**src/source/rob_pkg.sv**
```systemverilog
package rob_pkg;

    // slots written per allocation
    localparam int group_size = 4;

    // most entries retired in one cycle
    localparam int commit_width = 4;

    // holds 0 to commit_width
    localparam int cnt_w = $clog2(commit_width + 1);

    localparam int preg_w = 6;
    localparam int pc_w = 16;
    localparam int cond_w = 2;

    // a zero compare result means no branch resolves
    localparam int cmp_w = 2;

    localparam int n_done_ports = 4;

    // power of two and a multiple of group_size
    localparam int default_depth = 64;

endpackage

```
**src/source/rob_pointers.sv**
```systemverilog
`timescale 1ns/1ps

module rob_pointers #(
    parameter int rob_depth = rob_pkg::default_depth,
    localparam int idx_w = $clog2(rob_depth)
) (
    input  logic                      clk,
    input  logic                      rst_n,
    input  logic                      alloc,
    input  logic [rob_pkg::cnt_w-1:0] cmt_cnt,
    input  logic                      mis_pred,
    input  logic [idx_w-1:0]          mis_pred_idx,
    output logic [idx_w:0]            head,
    output logic [idx_w:0]            tail,
    output logic [idx_w:0]            next_idx,
    output logic                      full_stll,
    output logic                      empt
);
    import rob_pkg::*;

    logic [idx_w:0] occ;
    logic [idx_w:0] br_ptr;
    logic [idx_w:0] rewind_ptr;
    logic           alloc_ok;

    // wrap bit makes tail minus head the occupancy, even when full
    assign occ = tail - head;
    assign full_stll = int'(occ) > rob_depth - group_size;
    assign empt = (occ == '0);

    // allocation always lands on the current tail
    assign next_idx = tail;

    // the rewind wins over a new group
    assign alloc_ok = alloc && !full_stll && !mis_pred;

    // branch pointer with its own wrap bit, from its distance to head
    assign br_ptr = head + {1'b0, mis_pred_idx - head[idx_w-1:0]};

    // first slot of the group after the branch
    assign rewind_ptr = {br_ptr[idx_w:2] + 1'b1, 2'b00};

    always_ff @(posedge clk or negedge rst_n) begin
        if (!rst_n) begin
            head <= '0;
            tail <= '0;
        end else begin
            head <= head + (idx_w + 1)'(cmt_cnt);
            if (mis_pred) begin
                tail <= rewind_ptr;
            end else if (alloc_ok) begin
                tail <= tail + (idx_w + 1)'(group_size);
            end
        end
    end

endmodule

```
**src/source/rob_entry_array.sv**
```systemverilog
`timescale 1ns/1ps

module rob_entry_array #(
    parameter int rob_depth = rob_pkg::default_depth,
    localparam int idx_w = $clog2(rob_depth)
) (
    input  logic                                           clk,
    input  logic                                           rst_n,
    input  logic                                           alloc,
    input  logic [rob_pkg::group_size-1:0]                 slot_vld,
    input  logic [rob_pkg::group_size-1:0]                 slot_reg_wrt,
    input  logic [rob_pkg::group_size-1:0]                 slot_brnc,
    input  logic [rob_pkg::group_size-1:0]                 slot_pred,
    input  logic [rob_pkg::group_size*rob_pkg::cond_w-1:0] slot_cond,
    input  logic [rob_pkg::group_size*rob_pkg::pc_w-1:0]   slot_pc,
    input  logic [rob_pkg::group_size*rob_pkg::preg_w-1:0] slot_preg,
    input  logic [idx_w:0]                                 tail,
    input  logic                                           full_stll,
    input  logic                                           mis_pred,
    input  logic                                           done_vld_0,
    input  logic                                           done_vld_1,
    input  logic                                           done_vld_2,
    input  logic                                           done_vld_3,
    input  logic [idx_w-1:0]                               done_idx_0,
    input  logic [idx_w-1:0]                               done_idx_1,
    input  logic [idx_w-1:0]                               done_idx_2,
    input  logic [idx_w-1:0]                               done_idx_3,
    input  logic [idx_w-1:0]                               brnc_idx,
    input  logic                                           cmt_brnc,
    input  logic [idx_w-1:0]                               mis_pred_idx,
    input  logic [idx_w:0]                                 head,
    input  logic [rob_pkg::cnt_w-1:0]                      cmt_cnt,
    output logic [rob_pkg::commit_width-1:0]               win_vld,
    output logic [rob_pkg::commit_width-1:0]               win_done,
    output logic [rob_pkg::commit_width-1:0]               win_reg_wrt,
    output logic [rob_pkg::commit_width*rob_pkg::preg_w-1:0] win_preg,
    output logic                                           br_is_brnc,
    output logic                                           br_pred,
    output logic [rob_pkg::cond_w-1:0]                     br_cond,
    output logic [rob_pkg::pc_w-1:0]                       br_pc
);
    import rob_pkg::*;

    logic [rob_depth-1:0] vld;
    logic [rob_depth-1:0] done;
    logic [rob_depth-1:0] brnc;
    logic [rob_depth-1:0] pred;
    logic [rob_depth-1:0] reg_wrt;
    logic [cond_w-1:0]    cond [rob_depth];
    logic [pc_w-1:0]      pc   [rob_depth];
    logic [preg_w-1:0]    preg [rob_depth];

    // per-entry decode of this cycle's events
    logic [rob_depth-1:0] wr_en;
    logic [1:0]           wr_slot [rob_depth];
    logic [rob_depth-1:0] cmt_clr;
    logic [rob_depth-1:0] bubble;
    logic [rob_depth-1:0] kill;
    logic [rob_depth-1:0] done_set;

    logic [n_done_ports-1:0] dv;
    logic [idx_w-1:0]        di [n_done_ports];
    logic                    alloc_ok;
    logic [idx_w-1:0]        bnd;
    logic [idx_w-1:0]        kill_span;

    assign dv = {done_vld_3, done_vld_2, done_vld_1, done_vld_0};
    assign di[0] = done_idx_0;
    assign di[1] = done_idx_1;
    assign di[2] = done_idx_2;
    assign di[3] = done_idx_3;

    assign alloc_ok = alloc && !full_stll && !mis_pred;

    // later groups run from the boundary after the branch up to the old tail
    assign bnd = {mis_pred_idx[idx_w-1:2] + 1'b1, 2'b00};
    assign kill_span = tail[idx_w-1:0] - bnd;

    always_comb begin
        logic [idx_w-1:0] e;
        logic [idx_w-1:0] off_t;
        logic [idx_w-1:0] off_h;
        for (int i = 0; i < rob_depth; i++) begin
            e = idx_w'(i);
            off_t = e - tail[idx_w-1:0];
            off_h = e - head[idx_w-1:0];
            wr_en[i] = alloc_ok && (off_t < idx_w'(group_size));
            wr_slot[i] = off_t[1:0];
            cmt_clr[i] = off_h < idx_w'(cmt_cnt);
            // younger slots sharing the branch's group
            bubble[i] = mis_pred && (e[idx_w-1:2] == mis_pred_idx[idx_w-1:2])
                        && (e[1:0] > mis_pred_idx[1:0]);
            kill[i] = mis_pred && ((e - bnd) < kill_span);
            // a resolved branch is done whichever way it went
            done_set[i] = (cmt_brnc || mis_pred) && (brnc_idx == e);
            for (int d = 0; d < n_done_ports; d++) begin
                done_set[i] = done_set[i] | (dv[d] && (di[d] == e));
            end
        end
    end

    always_ff @(posedge clk or negedge rst_n) begin
        if (!rst_n) begin
            vld  <= '0;
            done <= '0;
        end else begin
            for (int i = 0; i < rob_depth; i++) begin
                if (kill[i]) begin
                    vld[i] <= 1'b0;
                end else if (wr_en[i]) begin
                    // empty slots enter as finished bubbles
                    vld[i]  <= 1'b1;
                    done[i] <= !slot_vld[wr_slot[i]];
                end else if (bubble[i]) begin
                    done[i] <= 1'b1;
                end else begin
                    if (cmt_clr[i]) begin
                        vld[i] <= 1'b0;
                    end
                    if (done_set[i]) begin
                        done[i] <= 1'b1;
                    end
                end
            end
        end
    end

    always_ff @(posedge clk) begin
        for (int i = 0; i < rob_depth; i++) begin
            if (wr_en[i]) begin
                brnc[i]    <= slot_vld[wr_slot[i]] && slot_brnc[wr_slot[i]];
                reg_wrt[i] <= slot_vld[wr_slot[i]] && slot_reg_wrt[wr_slot[i]];
                pred[i]    <= slot_pred[wr_slot[i]];
                cond[i]    <= slot_cond[wr_slot[i]*cond_w +: cond_w];
                pc[i]      <= slot_pc[wr_slot[i]*pc_w +: pc_w];
                preg[i]    <= slot_preg[wr_slot[i]*preg_w +: preg_w];
            end else if (bubble[i]) begin
                // a bubble frees nothing and cannot resolve
                brnc[i]    <= 1'b0;
                reg_wrt[i] <= 1'b0;
            end
        end
    end

    // oldest entries, starting at the head
    always_comb begin
        logic [idx_w-1:0] h;
        for (int w = 0; w < commit_width; w++) begin
            h = head[idx_w-1:0] + idx_w'(w);
            win_vld[w] = vld[h];
            win_done[w] = done[h];
            win_reg_wrt[w] = reg_wrt[h];
            win_preg[w*preg_w +: preg_w] = preg[h];
        end
    end

    assign br_is_brnc = vld[brnc_idx] && brnc[brnc_idx];
    assign br_pred = pred[brnc_idx];
    assign br_cond = cond[brnc_idx];
    assign br_pc = pc[brnc_idx];

endmodule

```
**src/source/rob_branch_resolve.sv**
```systemverilog
`timescale 1ns/1ps

module rob_branch_resolve #(
    parameter int rob_depth = rob_pkg::default_depth,
    localparam int idx_w = $clog2(rob_depth)
) (
    input  logic [rob_pkg::cmp_w-1:0]  brnc_cmp_rslt,
    input  logic [idx_w-1:0]           brnc_idx,
    input  logic                       br_is_brnc,
    input  logic                       br_pred,
    input  logic [rob_pkg::cond_w-1:0] br_cond,
    input  logic [rob_pkg::pc_w-1:0]   br_pc,
    output logic                       mis_pred,
    output logic [idx_w-1:0]           mis_pred_idx,
    output logic                       cmt_brnc,
    output logic [rob_pkg::pc_w-1:0]   rcvr_pc_out,
    output logic                       brnc_pred_log
);
    import rob_pkg::*;

    logic resolving;
    logic taken;

    // a result only counts against a live branch entry
    assign resolving = (brnc_cmp_rslt != '0) && br_is_brnc;

    // taken when the stored condition matches the compare result
    assign taken = (br_cond == cond_w'(brnc_cmp_rslt));

    assign mis_pred = resolving && (br_pred != taken);
    assign cmt_brnc = resolving && (br_pred == taken);

    assign mis_pred_idx = mis_pred ? brnc_idx : '0;

    // prediction that was logged, for predictor training
    assign brnc_pred_log = resolving && br_pred;

    assign rcvr_pc_out = resolving ? br_pc : '0;

endmodule

```
**src/source/rob_commit.sv**
```systemverilog
`timescale 1ns/1ps

module rob_commit (
    input  logic [rob_pkg::commit_width-1:0]                 win_vld,
    input  logic [rob_pkg::commit_width-1:0]                 win_done,
    input  logic [rob_pkg::commit_width-1:0]                 win_reg_wrt,
    input  logic [rob_pkg::commit_width*rob_pkg::preg_w-1:0] win_preg,
    output logic [rob_pkg::cnt_w-1:0]                        cmt_cnt,
    output logic [rob_pkg::cnt_w-1:0]                        free_preg_cnt,
    output logic [rob_pkg::preg_w-1:0]                       free_preg_num1,
    output logic [rob_pkg::preg_w-1:0]                       free_preg_num2,
    output logic [rob_pkg::preg_w-1:0]                       free_preg_num3,
    output logic [rob_pkg::preg_w-1:0]                       free_preg_num4
);
    import rob_pkg::*;

    // set for every entry inside the leading valid and done run
    logic [commit_width-1:0] run;
    logic [preg_w-1:0]       num [commit_width];

    always_comb begin
        run[0] = win_vld[0] && win_done[0];
        for (int w = 1; w < commit_width; w++) begin
            run[w] = run[w-1] && win_vld[w] && win_done[w];
        end
    end

    // pack freed registers oldest first, leaving the rest at zero
    always_comb begin
        cmt_cnt = '0;
        free_preg_cnt = '0;
        for (int k = 0; k < commit_width; k++) begin
            num[k] = '0;
        end
        for (int w = 0; w < commit_width; w++) begin
            if (run[w]) begin
                cmt_cnt = cmt_cnt + 1'b1;
                if (win_reg_wrt[w]) begin
                    num[free_preg_cnt[1:0]] = win_preg[w*preg_w +: preg_w];
                    free_preg_cnt = free_preg_cnt + 1'b1;
                end
            end
        end
    end

    assign free_preg_num1 = num[0];
    assign free_preg_num2 = num[1];
    assign free_preg_num3 = num[2];
    assign free_preg_num4 = num[3];

endmodule

```
**src/source/rob_top.sv**
```systemverilog
`timescale 1ns/1ps

module rob_top #(
    parameter int rob_depth = rob_pkg::default_depth,
    localparam int idx_w = $clog2(rob_depth)
) (
    input  logic                                           clk,
    input  logic                                           rst_n,
    input  logic                                           alloc,
    input  logic [rob_pkg::group_size-1:0]                 slot_vld,
    input  logic [rob_pkg::group_size-1:0]                 slot_reg_wrt,
    input  logic [rob_pkg::group_size-1:0]                 slot_brnc,
    input  logic [rob_pkg::group_size-1:0]                 slot_pred,
    input  logic [rob_pkg::group_size*rob_pkg::cond_w-1:0] slot_cond,
    input  logic [rob_pkg::group_size*rob_pkg::pc_w-1:0]   slot_pc,
    input  logic [rob_pkg::group_size*rob_pkg::preg_w-1:0] slot_preg,
    input  logic                                           done_vld_0,
    input  logic                                           done_vld_1,
    input  logic                                           done_vld_2,
    input  logic                                           done_vld_3,
    input  logic [idx_w-1:0]                               done_idx_0,
    input  logic [idx_w-1:0]                               done_idx_1,
    input  logic [idx_w-1:0]                               done_idx_2,
    input  logic [idx_w-1:0]                               done_idx_3,
    input  logic [idx_w-1:0]                               brnc_idx,
    input  logic [rob_pkg::cmp_w-1:0]                      brnc_cmp_rslt,
    output logic [idx_w:0]                                 next_idx,
    output logic                                           full_stll,
    output logic                                           empt,
    output logic                                           mis_pred,
    output logic [idx_w-1:0]                               mis_pred_idx,
    output logic                                           cmt_brnc,
    output logic                                           brnc_pred_log,
    output logic [rob_pkg::pc_w-1:0]                       rcvr_pc_out,
    output logic [rob_pkg::cnt_w-1:0]                      cmt_cnt,
    output logic [rob_pkg::cnt_w-1:0]                      free_preg_cnt,
    output logic [rob_pkg::preg_w-1:0]                     free_preg_num1,
    output logic [rob_pkg::preg_w-1:0]                     free_preg_num2,
    output logic [rob_pkg::preg_w-1:0]                     free_preg_num3,
    output logic [rob_pkg::preg_w-1:0]                     free_preg_num4
);
    import rob_pkg::*;

    logic [idx_w:0]               head;
    logic [idx_w:0]               tail;

    // oldest entries, as seen by the commit logic
    logic [commit_width-1:0]        win_vld;
    logic [commit_width-1:0]        win_done;
    logic [commit_width-1:0]        win_reg_wrt;
    logic [commit_width*preg_w-1:0] win_preg;

    // entry addressed by the branch result
    logic                         br_is_brnc;
    logic                         br_pred;
    logic [cond_w-1:0]            br_cond;
    logic [pc_w-1:0]              br_pc;

    // submodule ports share their names with the nets above
    rob_pointers #(.rob_depth(rob_depth)) u_pointers (.*);

    rob_entry_array #(.rob_depth(rob_depth)) u_entry_array (.*);

    rob_branch_resolve #(.rob_depth(rob_depth)) u_branch_resolve (.*);

    rob_commit u_commit (.*);

endmodule

```
**config.mk**
```make
export PLATFORM = sky130hd
export DESIGN_NAME = rob_top
export DESIGN_NICKNAME = d
export VERILOG_FILES = /design/src/source/rob_pkg.sv /design/src/source/rob_pointers.sv /design/src/source/rob_entry_array.sv /design/src/source/rob_branch_resolve.sv /design/src/source/rob_commit.sv /design/src/source/rob_top.sv
export SDC_FILE = /design/constraint.sdc
export NUM_CORES = 2
export LEC_CHECK = 0
export CORE_AREA = 5 5 286 567
export CTS_CLUSTER_SIZE = 10
export DETAILED_ROUTE_END_ITERATION = 8
export DIE_AREA = 0 0 291 572
export DONT_BUFFER_PORTS = 1
export PLACE_DENSITY = 0.72
export SLEW_MARGIN = 10
export SYNTH_ARGS = -nofsm -noshare
export SYNTH_HDL_FRONTEND = slang
export SYNTH_SLANG_ARGS = --single-unit
```
**constraint.sdc**
```tcl
create_clock -name clk -period 15.7 [get_ports clk]
set_input_delay 0.785 -clock clk [delete_from_list [all_inputs] [get_ports clk]]
set_output_delay 0.785 -clock clk [all_outputs]
set_load 0.05 [all_outputs]
```
==> impl_metrics.py <==
metrics = {
    "outcome": {
        "outcome": "complete, but fails checks",
        "violations": "capacitance limit, slew limit",
    },
    "cells_and_area": {
        "fin_util_pct": 64.80,
        "multi_input_area_um2": 36350,
        "fillCellCount": 10732,
        "finalNonFillerCells": 7603,
        "fin_nets": 5697,
        "register_area_um2": 55410,
        "syn_to_final_growth_pct": 9.022,
        "layout-drive-gt1-share_pct": 28.32,
    },
    "setup_path": {
        "timing.rr.end": "u_entry_array.vld[42]",
        "critPathCaptureType": "primary output",
        "arrival_ns": 9.23,
        "start_kind": "flop",
        "crit_required_ns": 14.91,
        "r2r_start": "u_pointers.head[0]",
        "critical_path_class": "reg2out",
        "max_stage_delay_ns": 0.99,
        "path_buf_inv": 5,
        "worstPathMaxFanout": 50,
        "cp_slowest_cell": "dfrtp_4",
        "path_delay_family": "multiplexers",
        "rrSetupSlack_ns": 6.11,
        "ff2ff_path_depth": 23,
        "crit_path_cell_trace": "clkinv_1 > buf_4 > ha_4 > buf_4 > mux4_2 > mux4_2 > mux4_2 > ha_1 > mux2i_1 > nand2b_1 > inv_1 > ha_1 > nor2_1 > a21oi_1 > inv_1 > ha_1 > and3_1 > xnor2_1",
    },
    "hold_path": {
        "hp-class": "in2reg",
        "min_path_cells": 1,
        "hp-start": "slot_vld[2]",
        "holdPathEnd": "u_entry_array.done[58]",
    },
    "yosys": {
        "synthCells": 5472,
        "synth.largest_area_cell": "edfxtp_1",
        "syn_avg_cell_area_um2": 17.08,
        "synth_top_area_share_pct": 55.53,
        "synth_area_um2": 93450,
        "ys_seq_area_share_pct": 59.28,
        "synth_edf_count": 1728,
        "ys_seq_elements": 1868,
        "netlist_top_cells_area": "edfxtp_1 (56%), mux4_2 (24%), dfrtp_1 (3.7%)",
        "netlist-cell-type-count": 86,
        "async_reset_ff_share_pct": 7.495,
        "synth_ff_type": "edfxtp_1",
        "ys.warnings.count": 0,
    },
    "cts": {
        "clock-root-buffer": "clkbuf_16",
        "htreeDepth": 4,
        "clock_latency_ns": 0.84,
        "numCtsBuffers": 213,
        "tritoncts": "built",
        "cts_resized": 0,
        "ctsLongestPathBuffers": 4,
        "clkSinkCount": 1868,
        "path_clk_slew_ns": 0.06,
    },
    "timing": {
        "worstMarginPinSlew_ns": 1.681,
        "timing.final.crit_period_ns": 10.01,
        "fmax_ghz": 0.09987,
        "timing.final.ws_setup_ns": 5.687,
        "relSlewSlack_pct": -12.06,
        "clock_skew_ns": 0.07740,
        "slew_violations": 109,
        "finalHoldViolCount": 0,
        "rsz0062_at_grt": "false",
        "fin_tns_setup_ns": 0,
        "finalCritPeriodShare_pct": 63.78,
        "finalSetupViolCount": 0,
    },
    "power": {
        "p_leak_nw": 32.50,
        "power_density_nw_per_um2": 193.1,
        "ir_drop_mv": 0.2133,
    },
    "floorplan": {
        "die-area_um2": 166500,
        "fp.dieH_um": 572,
        "die_w_um": 291,
        "initial_utilization_pct": 59.44,
        "io_pins": 215,
        "num_rows": 206,
        "coreArea_um2": 157200,
    },
    "detailed_routing": {
        "wl_per_cell_um": 41.04,
        "vias_per_cell": 7.681,
        "drc": 0,
        "num_vias": 58397,
        "antenna_left": 0,
        "drtIter0Drc": 7246,
        "wl_mm": 312.0,
        "dr.pass1.iters": 9,
    },
    "placed_design": {
        "dp_hpwl_mm": 198.3,
        "post-place-ws_ns": 6.715,
        "gp_congestion": 1.147,
        "io_buffers": 0,
        "dp.cells": 7294,
    },
    "global_route": {
        "grt_max_degree": 385,
        "grt_pass1_wl_mm": 444.4,
        "overflow": 0,
        "grt_pass1_vias": 59477,
        "globalRouteTotalUtil_pct": 37.89,
        "antenna_found_initial": 42,
    },
    "flow_run": {
        "timing.max_cap.violations": 1,
    },
}
placed cells by master, fill, tap and decap left out, types with 26 or more instances in the layout:
cell type | netlist | routed
nor3_1 | 44 | 44
mux4_2 | 1014 | 1014
ha_1 | 94 | 92
a22oi_1 | 57 | 57
a21oi_1 | 145 | 144
nor2b_1 | 57 | 55
nor2_1 | 321 | 313
buf_4 | 12 | 126
o21ai_0 | 177 | 156
mux2i_1 | 101 | 99
a211oi_1 | 35 | 35
edfxtp_1 | 1728 | 1728
dfrtp_1 | 140 | 136
inv_1 | 78 | 71
diode_2 | 0 | 33
o22ai_1 | 26 | 26
nand2_1 | 343 | 343
o221a_2 | 30 | 30
clkbuf_1 | 232 | 32
clkbuf_16 | 0 | 217
o221ai_1 | 40 | 39
nand3_1 | 111 | 111
xnor2_1 | 90 | 76
cell families after synthesis:
| family | share of synthesized area [%] |
|---|---|
| xor gates and xnor gates | 1.020 |
| muxes | 25.78 |
| and+or+nand+nor | 4.993 |
| buffers and inverters | 2.157 |
| AOI/OAI and AO/OA | 5.449 |
| adders and majority gates | 1.323 |
| other | 0.004013 |
| DFF | 59.28 |
per-layer routing:
layer	track usage [%]	part of all wire, %
met1	40.44	30
met3	14.14	11
met4	31.07	10
met5	0.6388	0.040
met2	60.19	49
cells in the mapped netlist, types with 40 or more instances:
| cell type | count |
|---|---|
| buf_2 | 69 |
| a22oi_1 | 57 |
| nor2_1 | 321 |
| o21ai_0 | 177 |
| dfrtp_1 | 140 |
| nand2_1 | 343 |
| nor2b_1 | 57 |
| a21oi_1 | 145 |
| mux2i_1 | 101 |
| nand3_1 | 111 |
| mux4_2 | 1014 |
| buf_1 | 67 |
| inv_1 | 78 |
| clkbuf_1 | 232 |
| o221ai_1 | 40 |
| edfxtp_1 | 1728 |
| ha_1 | 94 |
| xnor2_1 | 90 |
| nor3_1 | 44 |
metrics by stage:
step	hold slack [ns]	power (mW)	cell area [um^2]
after floorplan	0.4894	12.28	93450
after global placement	0.5023	14.83	95740
after detailed placement	0.5025	14.95	95740
after CTS	0.0002554	19.24	101500
after global routing	0.002624	20.29	101800
final	0.02696	19.68	101900
state kept, by name, summed over array words and instances, names as in the netlist:
register	flops
u_entry_array.brnc	64
u_entry_array.cond	128
u_entry_array.done	64
u_entry_array.pc	1024
u_entry_array.pred	64
u_entry_array.preg	384
u_entry_array.reg_wrt	64
u_entry_array.vld	64
u_pointers.head	7
u_pointers.next_idx	5
final cells by class:
cell class | instances | area share [%]
flip-flops and latches | 1868 | 54.38
multi-input cells | 3119 | 35.68
clock buffers | 252 | 5.488
well taps | 2080 | 2.555
repair buffers | 149 | 1.294
inverters | 98 | 0.4458
diodes | 33 | 0.08106
clock inverters | 4 | 0.06877
how the worst max path moves through the flow:
stage / end / slack (ns) / cells past startpoint / from
final: free_preg_cnt[2] / 5.69 / 18 / u_pointers.head[1]
after global placement: u_entry_array.vld[7] / 6.83 / 25 / u_pointers.head[1]
after global routing: free_preg_cnt[2] / 5.38 / 18 / u_pointers.head[1]
after CTS: free_preg_cnt[2] / 6.02 / 18 / u_pointers.head[1]
after detailed placement: u_entry_array.vld[39] / 6.71 / 25 / u_pointers.head[1]
after floorplan: u_entry_array.done[41] / 7.50 / 25 / brnc_idx[1]
power breakdown:
part	leakage, nW	total [mW]	switching [mW]	internal (mW)
Sequential	17.3	6.69	0.640	6.05
Combinational	12.4	8.68	4.96	3.72
Clock	2.76	4.30	1.85	2.46
repair_timing:
action                     CTS  global route
setup endpoints to repair    0             0
hold buffers                 8             0
hold endpoints to repair   146             0
buffers inserted             0             0
Note: power is estimated with default switching activity, not from simulation.
